===== src/hw/loader_pkg.sv =====
package loader_pkg;

	////////////////////////////////////////////////////////////
	// Host stream types
	////////////////////////////////////////////////////////////

	typedef logic [15:0] io_word_t;
	typedef logic [7:0]  io_index_t;
	typedef logic [24:0] io_addr_t;

	// Memory write address in bytes
	typedef logic [23:0] rom_addr_t;

	// Flags, address, compare, replace from top to bottom
	typedef logic [127:0] cheat_code_t;

	typedef logic [7:0]  cd_byte_t;
	typedef logic [14:0] cd_len_t;

	////////////////////////////////////////////////////////////
	// Constants
	////////////////////////////////////////////////////////////

	localparam int ROM_ADDR_W = 24;

	// Compared against the low six index bits only
	localparam logic [5:0] IDX_CART_MAX = 6'h01;
	localparam logic [5:0] IDX_CD_DATA  = 6'h02;

	// Address bits above the 16-byte row holding the signature
	localparam logic [19:0] POP_PAGE_A = 20'h00212;
	localparam logic [19:0] POP_PAGE_B = 20'h001F2;

	// Expected words at row offsets 6, 8, 10, 12
	localparam io_word_t POP_SIG_0 = 16'h4F50;
	localparam io_word_t POP_SIG_1 = 16'h5550;
	localparam io_word_t POP_SIG_2 = 16'h4F4C;
	localparam io_word_t POP_SIG_3 = 16'h5355;

endpackage

===== src/hw/loader_top.sv =====
`timescale 1ns/1ps

module loader_top #(
	parameter int ROM_ADDR_W = loader_pkg::ROM_ADDR_W
) (
	input  logic                    clk_sys,
	input  logic                    reset,
	input  logic                    ioctl_download,
	input  loader_pkg::io_index_t   ioctl_index,
	input  loader_pkg::io_addr_t    ioctl_addr,
	input  loader_pkg::io_word_t    ioctl_dout,
	input  logic                    ioctl_wr,
	output logic                    ioctl_wait,
	input  logic                    swap_bits,
	output loader_pkg::rom_addr_t   mem_addr,
	output loader_pkg::io_word_t    mem_data,
	output logic                    mem_req_toggle,
	input  logic                    mem_ack_toggle,
	output logic [11:0]             rom_size,
	output logic                    console_sgx,
	output logic [1:0]              populous,
	output loader_pkg::cheat_code_t cheat_code,
	output logic                    cheat_valid,
	output logic                    cheat_clear,
	output loader_pkg::cd_byte_t    cd_byte,
	output logic                    cd_wr,
	output logic                    cd_dm
);

	logic cart_download;
	logic code_download;
	logic cd_download;
	logic cart_start;
	logic cd_start;

	download_decoder u_decoder (
		.clk_sys        (clk_sys),
		.reset          (reset),
		.ioctl_download (ioctl_download),
		.ioctl_index    (ioctl_index),
		.cart_download  (cart_download),
		.code_download  (code_download),
		.cd_download    (cd_download),
		.cart_start     (cart_start),
		.cd_start       (cd_start)
	);

	rom_writer #(.ROM_ADDR_W(ROM_ADDR_W)) u_rom_writer (
		.clk_sys        (clk_sys),
		.reset          (reset),
		.cart_download  (cart_download),
		.cart_start     (cart_start),
		.swap_bits      (swap_bits),
		.ioctl_wr       (ioctl_wr),
		.ioctl_index    (ioctl_index),
		.ioctl_dout     (ioctl_dout),
		.mem_ack_toggle (mem_ack_toggle),
		.ioctl_wait     (ioctl_wait),
		.mem_req_toggle (mem_req_toggle),
		.mem_addr       (mem_addr),
		.mem_data       (mem_data),
		.rom_size       (rom_size),
		.console_sgx    (console_sgx)
	);

	// Checks the words as they go out to memory
	populous_detect #(.ROM_ADDR_W(ROM_ADDR_W)) u_populous (
		.clk_sys       (clk_sys),
		.reset         (reset),
		.cart_start    (cart_start),
		.cart_download (cart_download),
		.ioctl_wr      (ioctl_wr),
		.mem_addr      (mem_addr),
		.mem_data      (mem_data),
		.populous      (populous)
	);

	cheat_code_assembler u_cheat (
		.clk_sys       (clk_sys),
		.reset         (reset),
		.code_download (code_download),
		.cart_download (cart_download),
		.ioctl_wr      (ioctl_wr),
		.ioctl_addr    (ioctl_addr),
		.ioctl_dout    (ioctl_dout),
		.cheat_code    (cheat_code),
		.cheat_valid   (cheat_valid),
		.cheat_clear   (cheat_clear)
	);

	cd_data_unpacker u_cd_data (
		.clk_sys     (clk_sys),
		.reset       (reset),
		.cd_download (cd_download),
		.cd_start    (cd_start),
		.ioctl_wr    (ioctl_wr),
		.ioctl_dout  (ioctl_dout),
		.cd_byte     (cd_byte),
		.cd_wr       (cd_wr),
		.cd_dm       (cd_dm)
	);

endmodule


===== src/hw/cd_data_unpacker.sv =====
`timescale 1ns/1ps

module cd_data_unpacker (
	input  logic                 clk_sys,
	input  logic                 reset,
	input  logic                 cd_download,
	input  logic                 cd_start,
	input  logic                 ioctl_wr,
	input  loader_pkg::io_word_t ioctl_dout,
	output loader_pkg::cd_byte_t cd_byte,
	output logic                 cd_wr,
	output logic                 cd_dm
);

	typedef enum logic [1:0] {
		WAIT_HEADER,
		WAIT_WORD,
		EMIT_LOW,
		EMIT_HIGH
	} cd_state_t;

	cd_state_t            state;
	loader_pkg::cd_len_t  data_len;
	loader_pkg::cd_len_t  byte_cnt;
	loader_pkg::io_word_t data_word;
	logic                 cd_wr_en;

	assign cd_wr_en = cd_download && ioctl_wr;

	////////////////////////////////////////////////////////////
	// Header, then words split into two byte strobes
	////////////////////////////////////////////////////////////

	always_ff @(posedge clk_sys) begin
		if (reset) begin
			state    <= WAIT_HEADER;
			data_len <= '0;
			byte_cnt <= '0;
			cd_wr    <= 1'b0;
			cd_dm    <= 1'b0;
		end else if (cd_start) begin
			state    <= WAIT_HEADER;
			data_len <= '0;
			byte_cnt <= '0;
			cd_wr    <= 1'b0;
		end else begin
			case (state)
				WAIT_HEADER: begin
					if (cd_wr_en) begin
						// Bit 15 is the data mode flag
						cd_dm    <= ioctl_dout[15];
						data_len <= ioctl_dout[14:0];
						byte_cnt <= '0;
						state    <= WAIT_WORD;
					end
				end
				WAIT_WORD: begin
					// Words past the length are dropped
					if (cd_wr_en && (byte_cnt < data_len)) begin
						data_word <= ioctl_dout;
						state     <= EMIT_LOW;
					end
				end
				EMIT_LOW: begin
					if (!cd_wr) begin
						cd_wr   <= 1'b1;
						cd_byte <= data_word[7:0];
					end else begin
						cd_wr    <= 1'b0;
						byte_cnt <= byte_cnt + 15'd1;
						// Odd length ends on a low byte
						state    <= (byte_cnt + 15'd1 >= data_len) ? WAIT_WORD : EMIT_HIGH;
					end
				end
				EMIT_HIGH: begin
					if (!cd_wr) begin
						cd_wr   <= 1'b1;
						cd_byte <= data_word[15:8];
					end else begin
						cd_wr    <= 1'b0;
						byte_cnt <= byte_cnt + 15'd1;
						state    <= WAIT_WORD;
					end
				end
				default: state <= WAIT_HEADER;
			endcase
		end
	end

endmodule


===== src/hw/cheat_code_assembler.sv =====
`timescale 1ns/1ps

module cheat_code_assembler (
	input  logic                    clk_sys,
	input  logic                    reset,
	input  logic                    code_download,
	input  logic                    cart_download,
	input  logic                    ioctl_wr,
	input  loader_pkg::io_addr_t    ioctl_addr,
	input  loader_pkg::io_word_t    ioctl_dout,
	output loader_pkg::cheat_code_t cheat_code,
	output logic                    cheat_valid,
	output logic                    cheat_clear
);

	logic code_wr;

	assign code_wr = code_download && ioctl_wr;

	////////////////////////////////////////////////////////////
	// Word placement with the low word of each field first
	////////////////////////////////////////////////////////////

	always_ff @(posedge clk_sys) begin
		if (code_wr) begin
			case (ioctl_addr[3:0])
				4'd0:  cheat_code[111:96]  <= ioctl_dout;
				4'd2:  cheat_code[127:112] <= ioctl_dout;
				4'd4:  cheat_code[79:64]   <= ioctl_dout;
				4'd6:  cheat_code[95:80]   <= ioctl_dout;
				4'd8:  cheat_code[47:32]   <= ioctl_dout;
				4'd10: cheat_code[63:48]   <= ioctl_dout;
				4'd12: cheat_code[15:0]    <= ioctl_dout;
				4'd14: cheat_code[31:16]   <= ioctl_dout;
				default: ;
			endcase
		end
	end

	// Last word completes the code
	always_ff @(posedge clk_sys) begin
		if (reset) begin
			cheat_valid <= 1'b0;
			cheat_clear <= 1'b0;
		end else begin
			cheat_valid <= code_wr && (ioctl_addr[3:0] == 4'd14);
			// Any new cart or cheat file drops the old codes
			cheat_clear <= (cart_download || code_download) && ioctl_wr && (ioctl_addr == '0);
		end
	end

endmodule


===== src/hw/populous_detect.sv =====
`timescale 1ns/1ps

module populous_detect #(
	parameter int ROM_ADDR_W = 24
) (
	input  logic                  clk_sys,
	input  logic                  reset,
	input  logic                  cart_start,
	input  logic                  cart_download,
	input  logic                  ioctl_wr,
	input  loader_pkg::rom_addr_t mem_addr,
	input  loader_pkg::io_word_t  mem_data,
	output logic [1:0]            populous
);

	localparam logic [ROM_ADDR_W-5:0] PAGE_A = loader_pkg::POP_PAGE_A;
	localparam logic [ROM_ADDR_W-5:0] PAGE_B = loader_pkg::POP_PAGE_B;

	logic                 wr_q;
	logic                 page_hit;
	logic                 sig_offset;
	loader_pkg::io_word_t expect_word;

	// Row within either candidate page
	assign page_hit = (mem_addr[ROM_ADDR_W-1:4] == PAGE_A) ||
		(mem_addr[ROM_ADDR_W-1:4] == PAGE_B);

	always_comb begin
		sig_offset  = 1'b1;
		expect_word = '0;
		case (mem_addr[3:0])
			4'd6:    expect_word = loader_pkg::POP_SIG_0;
			4'd8:    expect_word = loader_pkg::POP_SIG_1;
			4'd10:   expect_word = loader_pkg::POP_SIG_2;
			4'd12:   expect_word = loader_pkg::POP_SIG_3;
			default: sig_offset  = 1'b0;
		endcase
	end

	// Data reaches mem_data one cycle after the host strobe
	always_ff @(posedge clk_sys) begin
		if (reset) begin
			wr_q     <= 1'b0;
			populous <= 2'b00;
		end else begin
			wr_q <= ioctl_wr && cart_download;
			if (cart_start) begin
				populous <= 2'b11;
			end else if (wr_q && page_hit && sig_offset && (mem_data != expect_word)) begin
				// Bit 13 picks which half of the image was checked
				populous[mem_addr[13]] <= 1'b0;
			end
		end
	end

endmodule


===== src/hw/rom_writer.sv =====
`timescale 1ns/1ps

module rom_writer #(
	parameter int ROM_ADDR_W = 24
) (
	input  logic                  clk_sys,
	input  logic                  reset,
	input  logic                  cart_download,
	input  logic                  cart_start,
	input  logic                  swap_bits,
	input  logic                  ioctl_wr,
	input  loader_pkg::io_index_t ioctl_index,
	input  loader_pkg::io_word_t  ioctl_dout,
	input  logic                  mem_ack_toggle,
	output logic                  ioctl_wait,
	output logic                  mem_req_toggle,
	output loader_pkg::rom_addr_t mem_addr,
	output loader_pkg::io_word_t  mem_data,
	output logic [11:0]           rom_size,
	output logic                  console_sgx
);

	logic [ROM_ADDR_W-1:0] wr_addr;
	loader_pkg::io_word_t  swapped;
	loader_pkg::io_word_t  wr_word;
	logic                  cart_wr;
	logic                  ack_match;

	////////////////////////////////////////////////////////////
	// Data path
	////////////////////////////////////////////////////////////

	// Bit order reversed inside each byte, bytes stay put
	always_comb begin
		for (int i = 0; i < 8; i++) begin
			swapped[i]     = ioctl_dout[7-i];
			swapped[8 + i] = ioctl_dout[15-i];
		end
	end

	assign wr_word   = swap_bits ? swapped : ioctl_dout;
	assign cart_wr   = ioctl_wr && cart_download;
	assign ack_match = (mem_req_toggle == mem_ack_toggle);

	// Payload register for the pending request
	always_ff @(posedge clk_sys) begin
		if (cart_wr) begin
			mem_data <= wr_word;
		end
	end

	////////////////////////////////////////////////////////////
	// Request handshake and address
	////////////////////////////////////////////////////////////

	always_ff @(posedge clk_sys) begin
		if (reset) begin
			ioctl_wait     <= 1'b0;
			mem_req_toggle <= 1'b0;
			wr_addr        <= '0;
			console_sgx    <= 1'b0;
		end else if (cart_start) begin
			wr_addr     <= '0;
			console_sgx <= ioctl_index[0];
		end else if (cart_wr) begin
			// Host is held off until the memory catches up
			ioctl_wait     <= 1'b1;
			mem_req_toggle <= ~mem_req_toggle;
		end else if (ioctl_wait && ack_match) begin
			ioctl_wait <= 1'b0;
			wr_addr    <= wr_addr + ROM_ADDR_W'(2);
		end
	end

	assign mem_addr = wr_addr;

	// Size in 4 KiB units
	assign rom_size = wr_addr[ROM_ADDR_W-1 -: 12];

endmodule


===== src/hw/download_decoder.sv =====
`timescale 1ns/1ps

module download_decoder (
	input  logic                  clk_sys,
	input  logic                  reset,
	input  logic                  ioctl_download,
	input  loader_pkg::io_index_t ioctl_index,
	output logic                  cart_download,
	output logic                  code_download,
	output logic                  cd_download,
	output logic                  cart_start,
	output logic                  cd_start
);

	logic cart_prev;
	logic cd_prev;

	////////////////////////////////////////////////////////////
	// Index classification
	////////////////////////////////////////////////////////////

	// Indices 0 and 1 are the two console variants
	assign cart_download = ioctl_download && (ioctl_index[5:0] <= loader_pkg::IDX_CART_MAX);

	// Cheat file uses the all ones index
	assign code_download = ioctl_download && (&ioctl_index);

	assign cd_download = ioctl_download && (ioctl_index[5:0] == loader_pkg::IDX_CD_DATA);

	////////////////////////////////////////////////////////////
	// Start strobes on rising level
	////////////////////////////////////////////////////////////

	always_ff @(posedge clk_sys) begin
		if (reset) begin
			cart_prev  <= 1'b0;
			cd_prev    <= 1'b0;
			cart_start <= 1'b0;
			cd_start   <= 1'b0;
		end else begin
			cart_prev  <= cart_download;
			cd_prev    <= cd_download;
			cart_start <= cart_download && !cart_prev;
			cd_start   <= cd_download && !cd_prev;
		end
	end

endmodule


===== config.mk =====
export PLATFORM = sky130hd
export DESIGN_NAME = loader_top
export DESIGN_NICKNAME = d
export VERILOG_FILES = /design/src/hw/loader_pkg.sv /design/src/hw/loader_top.sv /design/src/hw/cd_data_unpacker.sv /design/src/hw/cheat_code_assembler.sv /design/src/hw/populous_detect.sv /design/src/hw/rom_writer.sv /design/src/hw/download_decoder.sv
export SDC_FILE = /design/constraint.sdc
export NUM_CORES = 1
export LEC_CHECK = 0
export BUFFER_PORTS_ARGS = -buffer_cell sky130_fd_sc_hd__clkbuf_2
export CAP_MARGIN = 20
export CORE_MARGIN = 3
export CORE_UTILIZATION = 40
export CTS_CLUSTER_DIAMETER = 30
export CTS_CLUSTER_SIZE = 40
export DETAILED_ROUTE_END_ITERATION = 6
export GPL_ROUTABILITY_DRIVEN = 0
export SLEW_MARGIN = 15
export SYNTH_ARGS = -nofsm -noshare
export SYNTH_HDL_FRONTEND = slang
export SYNTH_HIERARCHICAL = 1
export SYNTH_SLANG_ARGS = --single-unit
export TNS_END_PERCENT = 30

===== constraint.sdc =====
create_clock -name clk_sys -period 5.89 [get_ports clk_sys]
set_input_delay 0.8835 -clock clk_sys [delete_from_list [all_inputs] [get_ports clk_sys]]
set_output_delay 0.8835 -clock clk_sys [all_outputs]
set_load 0.05 [all_outputs]

==> reports/qor.csv, run 1 <==
metric;value;unit
grt_max_degree;34;
cts_buffers;45;
r2r_setup_slack;2.98;ns
root_buffer;clkbuf_16;
antenna-diode-count;0;
postSynthCellCount;755;
syn2layout_area_growth;31.27;%
nets;1111;
track_usage;19.42;%
io-pin-count;252;
initial_core_util;40.84;%
total_power;4.515;mW
ys_async_sr_fraction;0;%
final_common_cell;clkbuf_2;
hold_path_end;u_decoder/cd_start$_SDFF_PP0_;
port_buffers;250;
final-hold-violation-count;0;
worst-path-max-fanout;24;
layout-drive-gt1-share;35.98;%
cts_resized;0;
startpoint_type;input pin;
slew_viol_final;0;
cts_sinks;237;
core;24390;µm²
grt-ovfl-total;0;
worstPathRequired;6.30;ns
timing.fmax;322.2;MHz
cts_tree;yes;
synth_seq_cells;237;
insertion_delay;0.53;ns
powerDensity;345.2;nW/µm²
r2r_start;u_rom_writer/mem_addr[3]$_SDFFE_PP0P_;
dr.pass1.iters;5;
ctsHoldBuffers;0;
synth_cell_type_count;76;
fin_crit;3.104;ns
end_kind;flip-flop;
drt_drc_violations_left;0;
fin_ws;2.786;ns
finalClockSkew;0.01728;ns
syn_nets;846;
r2r-end;u_rom_writer/mem_addr[17]$_SDFFE_PP0P_;
fp.dieH;163.8;µm
synth_edf_count;168;
route.antenna.remaining_nets;0;
hold_class;flip-flop to flip-flop;
ir_drop;0.2165;mV
grt_pass1_vias;6732;
antenna_found_initial;0;
post-place-ws;2.094;ns
postSynthAreaPerCell;13.19;µm²
worst_pin_slew;1.086;ns
finalCritPeriodShare;52.70;%
cts_setup_buffers;0;
slew-limit-headroom;27.24;%
wl_per_cell;19.34;µm
rsz0062_at_grt;no;
vias_per_cell;5.186;
status;finished clean;
grt_pass1_wl;39650;µm
min_from;u_decoder/cd_prev$_SDFF_PP0_;
dieArea;26840;µm²
yosys_warnings;6;
p_leak;4.975;nW
yosys_most_used_dff;edfxtp_1;
path_class;input pin to flip-flop;
cp-startpoint;ioctl_index[3];
vias;7156;
dpl.hpwl;18600;µm
clk_pin_slew_worst_paths;0.04;ns
wl;26680;µm
arrival;3.52;ns
die_x;163.8;µm
cts.path.max_buffers;3;
reg2reg_depth;4;
fin_setup_tns;0;ns
layout_common_cells;clkbuf_2, edfxtp_1, dfxtp_1;
finalSetupViolCount;0;
syn_area;9962;µm²
cts-htree-levels;2;
ys_seq_area_share;64.51;%
drt_iter0_markers;518;
holdPathStages;1;
fp-row-count;57;
drv_cap;0;
==> cell usage after synthesis, drive strengths merged (3+ instances only) <==
cell | instances | area share (%)
nand2 | 53 | 2.0
a211oi | 5 | 0.60
o21a | 6 | 0.45
o21ai | 18 | 0.90
nand4 | 19 | 1.4
xnor2 | 14 | 1.2
mux2i | 4 | 0.40
nand2b | 7 | 0.51
o211ai | 3 | 0.23
nand3b | 8 | 0.60
nor3 | 25 | 1.5
ha | 36 | 4.5
dfxtp | 69 | 14
nor4 | 15 | 1.3
a21oi | 47 | 2.4
nor4bb | 3 | 0.30
nand3 | 17 | 0.85
xor2 | 12 | 1.1
clkbuf | 15 | 0.57
or3 | 6 | 0.43
buf | 25 | 1.7
nor2b | 5 | 0.39
inv | 24 | 0.90
a22oi | 9 | 0.68
edfxtp | 168 | 51
mux2 | 24 | 2.7
nor2 | 49 | 1.9
and4 | 6 | 0.53
nor4b | 5 | 0.50
o31ai | 9 | 0.68
or2 | 4 | 0.25
or4 | 11 | 0.87
and2 | 3 | 0.19
==> sequential cells by signal, summed over array words and instances (netlist names) <==
signal,flops
u_cheat/cheat_code,128
u_rom_writer/mem_addr,23
u_cd_data/data_word,16
u_rom_writer/mem_data,16
u_cd_data/byte_cnt,15
u_cd_data/data_len,15
u_cd_data/cd_byte,8
u_cd_data/state,2
u_populous/populous,2
u_cd_data/cd_dm,1
u_cd_data/cd_wr,1
u_cheat/cheat_clear,1
u_cheat/cheat_valid,1
u_decoder/cart_prev,1
u_decoder/cart_start,1
u_decoder/cd_prev,1
u_decoder/cd_start,1
u_populous/wr_q,1
u_rom_writer/console_sgx,1
u_rom_writer/ioctl_wait,1
u_rom_writer/mem_req_toggle,1
==> stage by stage <==
| step | utilization, % | std cells | cell area (µm²) | hold WS, ns |
|---|---|---|---|---|
| 6_report | 53.62 | 1380 | 13080 | 0.4252 |
| 5_1_grt | 53.62 | 1380 | 13080 | 0.4502 |
| 4_1_cts | 53.59 | 1380 | 13070 | 0.4237 |
| 3_5_place_dp | 47.06 | 1297 | 11480 | 0.4035 |
| 3_3_place_gp | 47.06 | 1297 | 11480 | 0.3981 |
| 2_1_floorplan | - | 755 | 9962 | 0.3884 |
==> cells by family (layout without fill, tap and decap cells) <==
| kind of cell | count (synthesis) | count (layout) | synth area share, % |
|---|---|---|---|
| and+or+nand+nor | 244 | 244 | 14.24 |
| DFF | 237 | 237 | 64.51 |
| AOI/OAI and AO/OA | 119 | 119 | 8.088 |
| buffers and inverters | 64 | 365 | 3.203 |
| adders and majority gates | 36 | 36 | 4.521 |
| muxes | 28 | 28 | 3.115 |
| xor gates and xnor gates | 26 | 26 | 2.286 |
| other | 1 | 1 | 0.03764 |
==> worst max-delay path by stage <==
stage | to | slack [ns]
after floorplan | u_cd_data/data_word[0]$_DFFE_PP_ | 2.49
after global routing | u_rom_writer/mem_addr[14]$_SDFFE_PP0P_ | 2.57
after global placement | u_cd_data/data_word[15]$_DFFE_PP_ | 2.15
after CTS | u_cd_data/data_word[9]$_DFFE_PP_ | 2.65
final | u_rom_writer/mem_addr[14]$_SDFFE_PP0P_ | 2.79
after detailed placement | u_cd_data/data_word[7]$_DFFE_PP_ | 2.09
==> report_power, final <==
group	switching [mW]	leakage, nW	internal (mW)	total [mW]
registers	0.00219	2.07	1.79	1.79
clock network	0.862	0.766	1.76	2.62
logic	0.0714	2.14	0.0324	0.104
total	0.935	4.98	3.58	4.51
==> metal layers <==
metal / GRT usage [%] / wire length (µm) / up-vias
met3: 4.590 / 2033 / 49
met1: 24.61 / 10830 / 3420
li1: - / - / 3393
met4: 6.421 / 717 / 0
met2: 32.87 / 13100 / 294
met5: 0 / 0 / -
==> cell type report <==
type	instances	area (µm²)
Clock buffer	53	1176
Clock inverter	30	417.9
Fill cell	2133	11310
Inverter	24	90.09
Multi-Input combinational cell	454	3251
Sequential cell	237	6426
Tap cell	324	405.4
Timing Repair Buffer	258	1311
==> worst max-delay path: stages <==
cell      delay (ns)
clkbuf_2        0.09
or4_4           0.59
nor2_1          0.25
and2_1          0.85
or3_1           0.55
nor4_1          0.11
o21a_1          0.18
(Power assumes the default switching activity.)
==> run 2: changes to the inputs <==
==> constraint.sdc (replaced) <==
create_clock -name clk_sys -period 2.9 [get_ports clk_sys]
set_input_delay 0.435 -clock clk_sys [delete_from_list [all_inputs] [get_ports clk_sys]]
set_output_delay 0.435 -clock clk_sys [all_outputs]
set_load 0.05 [all_outputs]
==> run 2 against run 1 <==
Compared with the run above:
- design area up 1.8%
- clock power grew 110%
- global-route usage decreased by 0.051 points
- cell count is 1.7% higher
- sequential share of layout area shrank 0.88 points
- highest routed layer unchanged
==> reports/qor.csv, run 2 (same netlist as run 1, synthesis figures left out) <==
metric;value;unit;change
nFillCells;2143;;+0.47%
worst_pin_slew;0.6350;ns;-0.4515 ns
arrival;3.00;ns;-0.52 ns
design_area;13320;µm²;+1.8%
switching_share;22.64;%;+1.9 points
drt_drc_violations_left;0;;unchanged
worst-path-max-fanout;5;;-79%
cts_resized;0;;unchanged
dr.pass1.iters;5;;unchanged
post-place-ws;0.1802;ns;-1.914 ns
syn2layout_area_growth;33.66;%;
whs;0.1644;ns;-0.2607 ns
track_usage;19.37;%;-0.051 points
port_buffers;250;;unchanged
vias;7136;;-0.28%
end_kind;flip-flop;;
pwr-share-seq;38.3;%;-1.4 points
fp-row-count;57;;unchanged
p_leak;5.100;nW;+2.5%
slew_viol_final;0;;unchanged
intPower;7.337;mW;+110%
cts_sinks;237;;unchanged
io-pin-count;252;;unchanged
power_frac_comb;2.3;%;about the same
initial_core_util;40.84;%;unchanged
timing.fmax;393.6;MHz;
fin_crit;2.541;ns;
cts.path.max_buffers;3;;unchanged
cts_tree;yes;;
grt_max_degree;23;;-32%
rsz0062_at_grt;no;;
fin_util;54.59;%;+0.97 points
hold_class;input pin to flip-flop;;
vias_per_cell;5.086;;-1.9%
p_sw;2.148;mW;+130%
final-hold-violation-count;0;;unchanged
clk_pin_slew_worst_paths;0.05;ns;about the same
cts_buffers;50;;+11%
wl_per_cell;18.90;µm;-2.2%
insertion_delay;0.55;ns;+0.02 ns
route.antenna.remaining_nets;0;;unchanged
grt_pass1_vias;6656;;-1.1%
wl;26520;µm;-0.61%
grt-ovfl-total;0;;unchanged
root_buffer;clkbuf_16;;
finalSetupViolCount;0;;unchanged
ir_drop;0.3743;mV;+73%
fin_setup_tns;0;ns;unchanged
drt_iter0_markers;588;;+14%
cts-htree-levels;2;;unchanged
antenna-diode-count;0;;unchanged
clock_power_share;59.4;%;+1.4 points
antenna_found_initial;0;;unchanged
dieArea;26840;µm²;unchanged
startpoint_type;flip-flop;;
grt_pass1_wl;39360;µm;-0.71%
layout_common_cells;clkbuf_2, edfxtp_1, dfxtp_1;;
layout-drive-gt1-share;37.44;%;+1.5 points
final_common_cell;clkbuf_2;;
place_area;11600;µm²;+1.1%
cts_setup_buffers;0;;unchanged
die_x;163.8;µm;unchanged
finalCritPeriodShare;87.61;%;
core;24390;µm²;unchanged
powerDensity;712.4;nW/µm²;+110%
fp.dieH;163.8;µm;unchanged
status;finished clean;;
ctsHoldBuffers;0;;unchanged
dpl.hpwl;18680;µm;+0.43%
path_class;flip-flop to flip-flop;;
finalClockSkew;0.02439;ns;+0.007103 ns
slew-limit-headroom;57.61;%;+30 points
nets;1129;;+1.6%
top_register;u_cheat/cheat_code;;
fin_ws;0.3594;ns;-2.426 ns
worstPathRequired;3.36;ns;-2.94 ns
drv_cap;0;;unchanged
largest_reg_flops;128;;unchanged
run 2: cell types whose count changed in the layout (fill, tap and decap cells not counted), sizes merged:
cell / delta
clkbuf: +1
clkinv: +1
buf: +13
clkinvlp: +2
inv: +9
bufinv: -3
run 2: final timing paths:
| path | cells past startpoint | startpoint | slack (ns) | endpoint |
|---|---|---|---|---|
| setup / recovery | 11 | u_cd_data/byte_cnt[0]$_SDFFE_PN0P_ | 0.36 | u_cd_data/state[1]$_SDFFE_PN0P_ |
| hold / removal | 4 | ioctl_addr[14] | 0.16 | u_cheat/cheat_clear$_SDFF_PP0_ |
| setup reg to reg | 11 | u_cd_data/byte_cnt[0]$_SDFFE_PN0P_ | 0.36 | u_cd_data/state[1]$_SDFFE_PN0P_ |
| hold reg to reg | 1 | u_decoder/cd_prev$_SDFF_PP0_ | 0.41 | u_decoder/cd_start$_SDFF_PP0_ |
run 2: per-stage QoR:
step	cells	total power, mW
after CTS	1403	9.581
after global placement	1310	3.914
after detailed placement	1310	3.915
after floorplan	755	3.795
final	1403	9.485
after global routing	1403	9.789
run 2: area by class of cell:
type                    instances  area [µm²]  area share, %
inverters                      24       90.09         0.6766
clock inverters                39       435.4          3.270
clock buffers                  54        1276          9.585
flip-flops and latches        237        6426          48.26
multi-input cells             454        3248          24.39
repair buffers                271        1434          10.77
well taps                     324       405.4          3.045
run 2: metal layers:
layer	routed length (µm)	share of wire, %	vias to the layer above	track usage [%]
li1	-	-	3433	-
met1	11160	42	3405	25.29
met2	12930	49	257	32.36
met3	1949	7.3	41	4.716
met4	482	1.8	0	5.267
met5	0	0	-	0
run 2: power by group through the flow:
| stage | Sequential, mW | Clock (mW) | Combinational, mW |
|---|---|---|---|
| floorplan | 3.71 | 0 | 0.0884 |
| global placement | 3.70 | 0 | 0.215 |
| detailed placement | 3.70 | 0 | 0.216 |
| CTS | 3.63 | 5.73 | 0.217 |
| global route | 3.63 | 5.92 | 0.234 |
| finish | 3.63 | 5.63 | 0.216 |
run 2: worst max-delay path, stage by stage (launching register included):
cell and delay [ns]:
dfxtp_1 0.41, ha_1 0.25, nand4_2 0.22, nor3_4 0.34
nand3_1 0.15, xnor2_1 0.15, ha_1 0.29, nand4_1 0.09
nor2_1 0.05, a221oi_1 0.26, o21ai_0 0.12, mux2i_1 0.13
